$ cat config.mk
export PLATFORM = sky130hd
export DESIGN_NAME = registerFile
export DESIGN_NICKNAME = d
export VERILOG_FILES = /design/src/verilog/mipsPkg.sv /design/src/verilog/registerFile.sv
export SDC_FILE = /design/constraint.sdc
export NUM_CORES = 2
export LEC_CHECK = 0
export BUFFER_PORTS_ARGS = -buffer_cell sky130_fd_sc_hd__clkbuf_2
export CORE_UTILIZATION = 60
export DETAILED_ROUTE_END_ITERATION = 10
export GPL_TIMING_DRIVEN = 0
export PLACE_DENSITY = 0.87
export SYNTH_ARGS = -nofsm -noshare
export SYNTH_HDL_FRONTEND = slang
export SYNTH_SLANG_ARGS = --single-unit
$ cat constraint.sdc
create_clock -name Clk -period 4.95 [get_ports Clk]
set_clock_uncertainty 0.1 [all_clocks]
set_input_delay 0.7425 -clock Clk [delete_from_list [all_inputs] [get_ports Clk]]
set_output_delay 0.7425 -clock Clk [all_outputs]
set_load 0.01 [all_outputs]
$ cat src/verilog/mipsPkg.sv
package mipsPkg;

   //////////////////////////////////////////////////
   // Sizes
   //////////////////////////////////////////////////
   localparam int dataWidth    = 32;
   localparam int imemDepth    = 64;
   localparam int dmemDepth    = 64;
   localparam int memAddrWidth = 6;

   // Primary opcodes
   localparam logic [5:0] opRType = 6'h00;
   localparam logic [5:0] opAddiu = 6'h09;
   localparam logic [5:0] opLw    = 6'h23;
   localparam logic [5:0] opSw    = 6'h2b;
   localparam logic [5:0] opBeq   = 6'h04;

   // R-type function codes
   localparam logic [5:0] fnAddu = 6'h21;
   localparam logic [5:0] fnSubu = 6'h23;
   localparam logic [5:0] fnAnd  = 6'h24;
   localparam logic [5:0] fnOr   = 6'h25;
   localparam logic [5:0] fnSlt  = 6'h2a;

   // Operand source selects for the forwarding muxes
   localparam logic [1:0] fwdSrcReg = 2'b00;
   localparam logic [1:0] fwdSrcMem = 2'b01;
   localparam logic [1:0] fwdSrcWb  = 2'b10;

   typedef enum logic [2:0] {
      aluAdd = 3'd0,
      aluSub = 3'd1,
      aluAnd = 3'd2,
      aluOr  = 3'd3,
      aluSlt = 3'd4
   } aluOpT;

   //////////////////////////////////////////////////
   // Control and stage payloads
   //////////////////////////////////////////////////
   typedef struct packed {
      logic  regWrite;
      logic  memRead;
      logic  memWrite;
      logic  memToReg;
      logic  aluSrcImm;
      logic  regDstRd;
      logic  isBranch;
      aluOpT aluOp;
   } ctrlT;

   typedef struct packed {
      logic [dataWidth-1:0] pcPlus4;
      logic [dataWidth-1:0] instr;
   } ifIdT;

   typedef struct packed {
      ctrlT                 ctrl;
      logic [dataWidth-1:0] pcPlus4;
      logic [dataWidth-1:0] rsVal;
      logic [dataWidth-1:0] rtVal;
      logic [dataWidth-1:0] imm;
      logic [4:0]           rs;
      logic [4:0]           rt;
      logic [4:0]           rd;
   } idExT;

   typedef struct packed {
      ctrlT                 ctrl;
      logic [dataWidth-1:0] aluResult;
      logic [dataWidth-1:0] storeData;
      logic [4:0]           destReg;
   } exMemT;

   typedef struct packed {
      logic                 regWrite;
      logic                 memToReg;
      logic [dataWidth-1:0] aluResult;
      logic [dataWidth-1:0] loadData;
      logic [4:0]           destReg;
   } memWbT;

endpackage

$ cat src/verilog/registerFile.sv
`timescale 1ns/1ps

module registerFile import mipsPkg::*; (
   input  logic                 Clk,
   input  logic                 rstN,
   input  logic [4:0]           rs,
   input  logic [4:0]           rt,
   input  logic                 wrEn,
   input  logic [4:0]           wrReg,
   input  logic [dataWidth-1:0] wrData,
   output logic [dataWidth-1:0] rsVal,
   output logic [dataWidth-1:0] rtVal
);

   // No storage behind register 0
   logic [dataWidth-1:0] regs [1:31];

   always_ff @(posedge Clk) begin
      if (!rstN) begin
         for (int i = 1; i < 32; i++) begin
            regs[i] <= '0;
         end
      end else if (wrEn && wrReg != 5'd0) begin
         regs[wrReg] <= wrData;
      end
   end

   // Write-through so decode sees this cycle's writeback
   always_comb begin
      rsVal = '0;
      rtVal = '0;
      if (rs != 5'd0) begin
         rsVal = (wrEn && wrReg == rs) ? wrData : regs[rs];
      end
      if (rt != 5'd0) begin
         rtVal = (wrEn && wrReg == rt) ? wrData : regs[rt];
      end
   end

endmodule

* Yosys cells after proc, flatten, opt, wreduce, memory -nomap -nowiden
Memory sizes are Yosys's and may differ from the RTL's. Cells that the tools add are included. W data, S select, Z words.
Storage, ports and cells: memory bits (writable) 992, output and inout bits 64, register bits 0, input bits 50, memories kept 1
Memory list:
- regs | words 31, width 32, read ports 2, clocked after Yosys merged registers in 0, write ports 31, RTL line registerFile.sv:16 | logic [dataWidth-1:0] regs [1:31];
Cells by class: multiplexer cells 11, reduce and logical (&&, ||, !) cells 7, equal/unequal tests 2
Operators by type and width (number):
- $mux W32 | 5
- $reduce_or A32 Y1 | 1
- $reduce_bool A5 Y1 | 3
- $eq A5 B5 Y1 | 2
- $mux W1 | 5
- $mux W5 | 1
- $logic_and A1 B1 Y1 | 3

* Longest topological paths before layout
depth after elaboration 7, gate-level depth with buffers 10, mapped depth without buffers 5

* Worst setup path before layout
Ideal clock, no wire load.
path type input port to flip-flop, start point input wrReg[3], end point memory regs[7][0], enable pin, path buffers 2, path slack 0.550 ns, arrival time 3.834 ns, stages 4, data required time 4.384 ns, cell sequence buf_2 -> or3b_2 -> clkbuf_1 -> o21ai_0
RTL lines:
- start: declaration | RTL line registerFile.sv:9 | input logic [4:0] wrReg,
- end: declaration | RTL line registerFile.sv:16

* Final worst setup path
start point input rt[1], end point output rtVal[15]
On the way: longest elaborated chain between the ends 4, elaborated cells on any way between the ends 6, classes of those cells eq/ne: 1; mux: 2; reduce/logical: 2; memory: 1
Ends and longest elaborated chain:
- start: declaration | RTL line registerFile.sv:7 | input logic [4:0] rt,
- parallel branches: the longest is 3 deep, another holds $mem_v2 Z31 W32
- $mux W32 (*) | RTL line registerFile.sv:35 | if (rt != 5'd0) begin
- end: declaration | RTL line registerFile.sv:12 | output logic [dataWidth-1:0] rtVal
Every way passes the cells marked *.

==> summary.txt <==
Status
  – Status: complete, but fails checks
  – Failing checks: capacitance limit, slew limit, setup timing

Layout
  – Post-route cell area: between 60000 and 70000 sq um
  – Layout Nets: roughly 4100
  – Layout cells sized above 1: 0.219
  – Largest regs: regs (1024)
  – Max reg flops: 1024
  – Register name with the most flops: regs
  – Area growth, synth to finish: 12.9%
  – Fill count: slightly above 6000

Yosys
  – Number of enable flip-flop cells after synthesis: 1024
  – Ys flop type: edfxtp_1
  – Yosys reg bits: 1024
  – Dominant cell type by area after synthesis: edfxtp_1
  – Syn Inst Count: 3742
  – Avg Cell Area, Syn: between 10 and 15 sq um
  – Sequential share of the synthesized area: 0.562
  – Post-Syn Area: 54700 sq um
  – Share of the synthesized area in the top cell type: 0.562
  – Synth area leaders: edfxtp_1, mux4_2, and2_1
  – Synth async-reset ratio: 0
  – Cell variety after synth: 52
  – Yosys warnings: 0

Die
  – Placement row count: between 100 and 150
  – Die width: 304 um
  – Die Span Y: ~300 um
  – Die ar.: between 90000 and 100000 sq um
  – Starting Density: 0.607
  – CORE AREA: between 90000 and 100000 sq um
  – I/O pin total: approximately 110

Routing
  – Vias per Instance: around 8
  – First-pass iteration count of the detailed router: 7
  – Via Count: just over 40000
  – Post-DR wirelength/cell: ~44 um
  – Final antenna-violating net count: 0
  – DRT iter0 DRCs: roughly 8500
  – Final wirelength: 232000 um
  – DRC: 0

Timing
  – Max Transition Viols Final: 44
  – Worst-Margin Slew: 1670 ps
  – Final Hold Viols: 0
  – Rel. slew slack: -0.112
  – Final worst slack: -227 ps
  – RSZ-0062 raised after global routing: true
  – Final setup violation count: 19
  – Min Tclk post-route: around 5200 ps
  – Fmax: 0.193 GHz
  – Tcrit/Tclk final: 1.05

GRT
  – Initial antenna violation count: 10
  – Vias in the first global route: 39600
  – Overflow after GRT: 0
  – First-pass GRT wire length: around 310000 um
  – Gr usage total: 0.501
  – Largest net degree at the start of global routing: 24

Setup path
  – Critical-path top delay cell: clkdlybuf4s15_1
  – CP Data Arrival Time: 4330 ps
  – CP bufs+invs: 4
  – CP top delay family: buffers and inverters
  – Crit path top cell by count: buf_2
  – Worst path required time: around 4100 ps
  – Setup crit start: rt[1]
  – Worst Setup End Kind: output port
  – Crit-path cells: buf_2, buf_2, clkdlybuf4s15_1, mux4_2, mux2i_1, o22a_1, a31oi_1, clkbuf_2
  – Critical Path Start Type: input port
  – WS Path Type: input port to output port
  – Crit path max fanout: 10
  – CP peak stage delay: 1180 ps

Placed design
  – Hpwl dp: ~160000 um
  – Port buffer count: 103
  – Post-placement cell area: 58000 sq um
  – Routability cong.: between 1 and 1.5

Hold path
  – Worst Hold Class: input port to flip-flop
  – Hold Path Origin: wrData[28]

Clock network
  – Clock Tree Root: clkbuf_16
  – CTS max path bufs: 3
  – TritonCTS Buffers: roughly 110
  – H-tree depth: 3
  – Reg clk slew, reported paths: approximately 70 ps
  – CTS Sinks: roughly 1000
  – CTS tree: built

Power and ir drop
  – Total power: roughly 22000 uW
  – Pleak: 0.0218 uW
  – Pwr dens: 354 nW/um^2
  – Maximum vdd drop: roughly 350 uV

Flow run
  – Max-cap violations: 4
==> cells in the final DEF, fill, tap and decap left out, drive strengths merged, types with 41 or more instances in the layout <==
cell    instances
a21oi          78
a22o           55
a22oi         133
and2          996
buf           152
clkbuf        540
clkinv         45
edfxtp       1024
mux2i         281
mux4          388
nor2           44
o221ai         42
o22ai          41
==> where the power goes <==
group | internal [uW] | switching [uW]
Clock | 4810 | 3610
Sequential | 10000 | 270
Combinational | 1100 | 2050
Total | 15900 | 5930
==> cell usage after synthesis, types with 41 or more instances <==
cell / count
clkbuf_1: 302
mux4_2: 388
nor2_1: 44
edfxtp_1: 1024
a21oi_1: 78
buf_2: 69
o22ai_1: 41
a22oi_1: 133
and2_1: 994
o221ai_1: 42
a22o_1: 55
mux2i_1: 281
==> kinds of logic after synthesis <==
group                     synth area share
and+or+nand+nor                      0.124
DFF                                  0.562
muxes                                0.212
AOI/OAI and AO/OA                   0.0674
buffers and inverters               0.0324
xor gates and xnor gates           0.00160
other                            0.0000686
==> cell type report <==
class                      count  area (sq um)  area share
inverter                       2          7.51    0.000122
antenna                        6          15.0    0.000243
buffer                       413          1830      0.0296
sequential                  1024         30700       0.498
tap                         1176          1470      0.0238
clock buffer                 132          2860      0.0463
multi-input combinational   2331         22700       0.368
clock inverter                67           698      0.0113
timing repair buffer         157          1400      0.0227
==> routing by layer <==
| metal | global-route usage | vias to the layer above | part of all wire |
|---|---|---|---|
| met5 | 0.0181 | - | 0.0014 |
| met4 | 0.416 | 14 | 0.11 |
| met3 | 0.242 | 1115 | 0.18 |
| met2 | 0.682 | 4714 | 0.40 |
| met1 | 0.600 | 20400 | 0.31 |
| li1 | - | 15100 | - |
==> timing repair <==
| item | CTS | global route |
|---|---|---|
| endpoints found under the setup margin | 43 | 36 |
| setup buffers | 3 | 0 |
| endpoints found under the hold margin | 0 | 0 |
| resized for setup | 32 | 31 |
| hold buffers | 0 | 0 |
==> through the flow <==
| step | setup TNS (ps) | std cells | hold slack, ps | setup slack [ps] | util |
|---|---|---|---|---|---|
| 6_report | -1410 | 5308 | 269 | -227 | 0.685 |
| 5_1_grt | -39.3 | 5302 | 267 | -39.3 | 0.684 |
| 4_1_cts | 0 | 5300 | 241 | 1.03 | 0.684 |
| 3_5_place_dp | -17560 | 5101 | 966 | -1190 | 0.643 |
| 3_3_place_gp | -2532570 | 5052 | 970 | -3040 | 0.630 |
| 2_1_floorplan | 0 | 3773 | 741 | 550 | - |
==> worst paths after layout <==
kind,endpoint,cells after the start
max,rtVal[15],8
min,regs[0][28],1
Power figures use the tool's default switching activity.
