File: src/verilog/mipsPkg.sv
package mipsPkg;

   //////////////////////////////////////////////////
   // Sizes
   //////////////////////////////////////////////////
   localparam int dataWidth    = 32;
   localparam int imemDepth    = 64;
   localparam int dmemDepth    = 64;
   localparam int memAddrWidth = 6;

   // Primary opcodes
   localparam logic [5:0] opRType = 6'h00;
   localparam logic [5:0] opAddiu = 6'h09;
   localparam logic [5:0] opLw    = 6'h23;
   localparam logic [5:0] opSw    = 6'h2b;
   localparam logic [5:0] opBeq   = 6'h04;

   // R-type function codes
   localparam logic [5:0] fnAddu = 6'h21;
   localparam logic [5:0] fnSubu = 6'h23;
   localparam logic [5:0] fnAnd  = 6'h24;
   localparam logic [5:0] fnOr   = 6'h25;
   localparam logic [5:0] fnSlt  = 6'h2a;

   // Operand source selects for the forwarding muxes
   localparam logic [1:0] fwdSrcReg = 2'b00;
   localparam logic [1:0] fwdSrcMem = 2'b01;
   localparam logic [1:0] fwdSrcWb  = 2'b10;

   typedef enum logic [2:0] {
      aluAdd = 3'd0,
      aluSub = 3'd1,
      aluAnd = 3'd2,
      aluOr  = 3'd3,
      aluSlt = 3'd4
   } aluOpT;

   //////////////////////////////////////////////////
   // Control and stage payloads
   //////////////////////////////////////////////////
   typedef struct packed {
      logic  regWrite;
      logic  memRead;
      logic  memWrite;
      logic  memToReg;
      logic  aluSrcImm;
      logic  regDstRd;
      logic  isBranch;
      aluOpT aluOp;
   } ctrlT;

   typedef struct packed {
      logic [dataWidth-1:0] pcPlus4;
      logic [dataWidth-1:0] instr;
   } ifIdT;

   typedef struct packed {
      ctrlT                 ctrl;
      logic [dataWidth-1:0] pcPlus4;
      logic [dataWidth-1:0] rsVal;
      logic [dataWidth-1:0] rtVal;
      logic [dataWidth-1:0] imm;
      logic [4:0]           rs;
      logic [4:0]           rt;
      logic [4:0]           rd;
   } idExT;

   typedef struct packed {
      ctrlT                 ctrl;
      logic [dataWidth-1:0] aluResult;
      logic [dataWidth-1:0] storeData;
      logic [4:0]           destReg;
   } exMemT;

   typedef struct packed {
      logic                 regWrite;
      logic                 memToReg;
      logic [dataWidth-1:0] aluResult;
      logic [dataWidth-1:0] loadData;
      logic [4:0]           destReg;
   } memWbT;

endpackage

File: src/verilog/fetchStage.sv
`timescale 1ns/1ps

module fetchStage import mipsPkg::*; (
   input  logic                    Clk,
   input  logic                    rstN,
   input  logic                    pcStall,
   input  logic                    branchTaken,
   input  logic [dataWidth-1:0]    branchTarget,
   input  logic                    progWe,
   input  logic [memAddrWidth-1:0] progAddr,
   input  logic [dataWidth-1:0]    progData,
   output logic [dataWidth-1:0]    pc,
   output logic [dataWidth-1:0]    pcPlus4,
   output logic [dataWidth-1:0]    instr
);

   logic [dataWidth-1:0] imem [imemDepth];
   logic [dataWidth-1:0] nextPc;

   // Program load, only while the core sits in reset
   always_ff @(posedge Clk) begin
      if (progWe) begin
         imem[progAddr] <= progData;
      end
   end

   assign pcPlus4 = pc + 32'd4;
   assign instr   = imem[pc[memAddrWidth+1:2]];

   // Redirect beats a stall
   always_comb begin
      if (branchTaken) begin
         nextPc = branchTarget;
      end else if (pcStall) begin
         nextPc = pc;
      end else begin
         nextPc = pcPlus4;
      end
   end

   always_ff @(posedge Clk) begin
      if (!rstN) begin
         pc <= '0;
      end else begin
         pc <= nextPc;
      end
   end

endmodule

File: config.mk
export PLATFORM = sky130hd
export DESIGN_NAME = fetchStage
export DESIGN_NICKNAME = d
export VERILOG_FILES = /design/src/verilog/mipsPkg.sv /design/src/verilog/fetchStage.sv
export SDC_FILE = /design/constraint.sdc
export NUM_CORES = 2
export LEC_CHECK = 0
export BUFFER_PORTS_ARGS = -buffer_cell sky130_fd_sc_hd__buf_2
export CORE_MARGIN = 2
export CORE_UTILIZATION = 25
export DETAILED_ROUTE_END_ITERATION = 8
export SYNTH_ARGS = -nofsm -noshare
export SYNTH_HDL_FRONTEND = slang
export SYNTH_SLANG_ARGS = --single-unit
File: constraint.sdc
create_clock -name Clk -period 8.85 [get_ports Clk]
set_input_delay 0.885 -clock Clk [delete_from_list [all_inputs] [get_ports Clk]]
set_output_delay 0.885 -clock Clk [all_outputs]
set_load 0.1 [all_outputs]
## After elaboration in Yosys (flattened, before gate mapping)

Memories as Yosys holds them, arrays and structs flattened. A register that Yosys moved wholly into a read port is not among the register bits.
Index checks and enable logic that the tools add are counted.

| storage, ports and cells | value |
|---|---|
| flip-flop bits (word level) | 32 |
| RAM bits | 2048 |
| output and inout bits | 96 |
| memories | 1 |

| operators by class | value |
|---|---|
| $add $sub $neg | 1 |
| equality and inequality tests | 1 |
| muxes and demuxes | 6 |

Memories:

| memory | words | width | read ports | clocked after memory_dff | wr ports | RTL line | text |
|---|---|---|---|---|---|---|---|
| imem | 64 | 32 | 1 | 1 | 1 | fetchStage.sv:17 | `logic [dataWidth-1:0] imem [imemDepth];` |

Operators by type and width:

| operator | count |
|---|---|
| 32-bit 2-to-1 mux | 2 |
| 32-bit by 3-bit adder with 32-bit output (second input constant) | 1 |
| 6-bit 2-to-1 mux | 2 |
| 1-bit 2-to-1 mux | 2 |
| 2-bit by 1-bit inequality test with 1-bit output (second input constant) | 1 |

## Logic depth before layout (Yosys ltp)

| logic depth | value |
|---|---|
| depth in word-level cells | 5 |
| depth in mapped cells | 10 |
| depth with buffers taken out | 6 |

## Worst setup path after synthesis

Ideal clock, no wire load.

| timing | value |
|---|---|
| path kind | flip-flop to output port |
| start | register pc[2] |
| end | output pcPlus4[30] |
| data arrival time | 4.241 ns |
| data required time | 7.965 ns |
| path slack | 3.724 ns |
| cell stages (with the launch flop) | 8 |
| cells stage by stage | dfxtp_1 -> ha_1 -> nand3_1 -> or4_1 -> clkbuf_1 -> nor3_1 -> nand3_1 -> xnor2_1 |

| on the way | value |
|---|---|
| cells in the longest elaborated chain, start to end | 1 |

Ends and longest elaborated chain:

| item | RTL line | text |
|---|---|---|
| start, declared | fetchStage.sv:12 | `output logic [dataWidth-1:0] pc,` |
| start signal, assigned | fetchStage.sv:45 | `pc <= nextPc;` |
| 32-bit by 3-bit adder with 32-bit output | fetchStage.sv:27 | `assign pcPlus4 = pc + 32'd4;` |
| end, declared | fetchStage.sv:13 | `output logic [dataWidth-1:0] pcPlus4,` |

Every way passes these cells.

==> flow_summary.json <==
{
  "run_status": "finished, final reports clean",
  "cts-htree-levels": 4,
  "timing.critical_path.required_ps": 7970,
  "r2r_slack_ps": 6210,
  "antenna_left": 0,
  "min_period_over_period": 0.7002,
  "clockBufferDepth": 4,
  "leading_cell_types_in_the_layout_fill_and_taps_excluded": "sky130_fd_sc_hd__edfxtp_1 (2048), sky130_fd_sc_hd__mux4_2 (482), sky130_fd_sc_hd__clkbuf_16 (196)",
  "setup.worst_path.start_class": "flop",
  "ys.warnings.count": 0,
  "first_iter_violations": 5594,
  "timing.hold.worst.class": "in -> reg",
  "synth_edf_count": 2048,
  "max_cap_violations": 0,
  "netlist.top_cell.by_area": "sky130_fd_sc_hd__edfxtp_1",
  "clock-sinks": 2086,
  "fin_tns_setup_ps": 0,
  "r2r.worst_path.cells": 6,
  "syn_inst": 3691,
  "achievable_clock_frequency_mhz": 161.4,
  "initial_cell_density_of_the_core": 0.2517,
  "placementRows": 207,
  "overflow": 0,
  "ir_worst_vdd_mv": 0.1708,
  "placed_cells_incl_taps": 7939,
  "syn_area_mm2": 0.08019,
  "finalNonFillerCells": 8299,
  "fraction_of_post_synthesis_cell_area_in_the_top_cell_type_by_area": 0.7670,
  "synth_fp_nets": 3767,
  "synth_seq_cells": 2086,
  "drc": 0,
  "tritoncts": "built",
  "die_area_mm2": 0.3253,
  "asyncSetResetFlopFracSynth": 0,
  "num_vias": 40762,
  "groute.usage.overall": 0.1375,
  "post_cts_resized": 0,
  "crit-reg2reg-launch": "pc[2]",
  "wl_per_cell_um": 27.63,
  "core_region_area_mm2": 0.3186,
  "place.port_buffers": 170,
  "floorplan.die.width_um": 570.3,
  "timing.critical_path.fanout_max": 96,
  "area_delta_synth_final_pct": 15.74,
  "final_max_slew_viol_count": 0,
  "synth_cell_types": 58,
  "post_cts_setup_driven_buffer_insertion_count": 0,
  "first_global_vias": 40276,
  "report.final.setup_viol": 0,
  "final_common_cell": "sky130_fd_sc_hd__edfxtp_1",
  "finalHoldViolCount": 0,
  "final.setup_skew_ps": 41.86,
  "ys_top_cells_by_area": "sky130_fd_sc_hd__edfxtp_1 (77%), sky130_fd_sc_hd__mux4_2 (14%), sky130_fd_sc_hd__mux2i_1 (1.4%)",
  "timing_worst_setup_path_type": "reg -> out",
  "cts.root.buffer_cell": "sky130_fd_sc_hd__clkbuf_16",
  "tightestPinTransition_ps": 1268,
  "detail_route.vias_per_cell": 4.912,
  "clk_latency_ps": 830,
  "postSynthAreaPerCell_um2": 21.72,
  "cts_hold_buffers_added": 0,
  "arrival_ps": 5310,
  "numCtsBuffers": 195,
  "nets": 4032,
  "power_leakage_nw": 27.86,
  "regToRegEndpoint": "pc[22]",
  "synth_sequential_area_ratio": 0.7764,
  "boundaryPins": 171,
  "slew-limit-headroom": 0.1543,
  "power-per-cell-area_mw_per_mm2": 225.6,
  "routed_wire_length_mm": 229.3,
  "period_needed_ps": 6197,
  "gpl.final_weighted_congestion": 0.8078,
  "ys.flop_type": "sky130_fd_sc_hd__edfxtp_1",
  "initial_antenna_violation_count": 40,
  "vertical_extent_of_the_die_um": 570.3,
  "largest_net_degree_at_the_start_of_global_routing": 111,
  "grt_pass1_wl_mm": 319.0,
  "dp_hpwl_mm": 129.1,
  "firstDrtPassIters": 5,
  "drive_gt1_frac": 0.2768,
  "grt_setup_unrepaired": "false",
  "worst_setup_hold_path_clk_slew_ps": 70,
  "crit_path_to": "instr[15]",
  "worstSetupEndpointType": "output port"
}
==> per-stage QoR <==
stage                     utilization  area, µm²  power [mW]  hold WS [ps]  setup slack [ps]
after floorplan                     -      80190       12.28         957.3              3724
after global placement         0.2720      86640       12.84         528.4              3187
after detailed placement       0.2720      86650       12.87         539.7              3481
after CTS                      0.2912      92780       21.08         264.3              2616
after global routing           0.2913      92790       21.54         289.6              2460
final                          0.2913      92810       20.94         311.2              2653
==> cell usage after synthesis, drive strengths merged (9+ instances only) <==
| cell | number |
|---|---|
| o2111ai | 10 |
| nor2b | 14 |
| a31oi | 10 |
| a311oi | 13 |
| xor2 | 20 |
| and2 | 14 |
| a22oi | 95 |
| nand2b | 17 |
| nor2 | 104 |
| o221ai | 31 |
| edfxtp | 2048 |
| a21oi | 54 |
| xnor2 | 31 |
| o21ai | 38 |
| o22ai | 38 |
| a211oi | 15 |
| nand2 | 72 |
| or3 | 10 |
| dfxtp | 38 |
| mux2 | 13 |
| clkbuf | 85 |
| o211a | 11 |
| buf | 127 |
| nand3 | 56 |
| mux4 | 482 |
| nor3 | 35 |
| mux2i | 110 |
| nor4 | 18 |
| a22o | 9 |
| and3 | 17 |
==> power breakdown <==
part / total, mW / internal, mW / switching (mW)
clock: 8.30 / 4.63 / 3.68
sequential: 11.0 / 10.9 / 0.0510
combinational: 1.66 / 0.492 / 1.17
==> sequential cells by signal, indices dropped and copies added, names as in the netlist, named ones only <==
| register | cells |
|---|---|
| pc | 32 |
| imem | 2048 |
==> critical path: stages, from the launching register on <==
cell and delay [ps]:
sky130_fd_sc_hd__dfxtp_4 640, sky130_fd_sc_hd__buf_12 470, sky130_fd_sc_hd__buf_4 810, sky130_fd_sc_hd__mux4_2 360
sky130_fd_sc_hd__mux2i_1 90, sky130_fd_sc_hd__a211oi_1 350, sky130_fd_sc_hd__nor2_1 120, sky130_fd_sc_hd__a311oi_1 780
sky130_fd_sc_hd__buf_2 580
==> area by class of cell <==
class	instances	area, µm²
Fill cell	30919	225800
Sequential cell	2086	62280
Multi-Input combinational cell	1384	17380
Tap cell	4180	5230
Clock buffer	235	5051
Timing Repair Buffer	280	1727
Clock inverter	113	1077
Inverter	9	33.78
Antenna cell	12	30.03
==> layer usage <==
metal | share of wire | GRT usage | up-vias
li1 | - | - | 16188
met1 | 0.41 | 0.1909 | 22026
met2 | 0.46 | 0.2168 | 2159
met3 | 0.097 | 0.02931 | 379
met4 | 0.029 | 0.03826 | 10
met5 | 0.00029 | 0 | -
==> worst min-delay path by stage <==
stage,start,to,slack (ps),cells past startpoint
final,branchTarget[10],pc[10],310,2
after global routing,branchTarget[10],pc[10],290,2
after CTS,branchTarget[10],pc[10],260,2
after detailed placement,pc[31],pc[31],540,2
after global placement,pc[31],pc[31],530,2
after floorplan,pc[31],pc[31],960,2
==> cells by family (layout without fill, tap and decap cells) <==
kind of cell | after synthesis | in the layout | synth area share
DFF | 2086 | 2086 | 0.7764
muxes | 605 | 605 | 0.1509
and+or+nand+nor | 386 | 386 | 0.02383
AOI/OAI and AO/OA | 341 | 341 | 0.02990
buffers and inverters | 221 | 637 | 0.01317
xor gates and xnor gates | 51 | 51 | 0.005571
adders and majority gates | 1 | 1 | 0.0001560
other | 0 | 12 | 0
(Power assumes the default switching activity.)
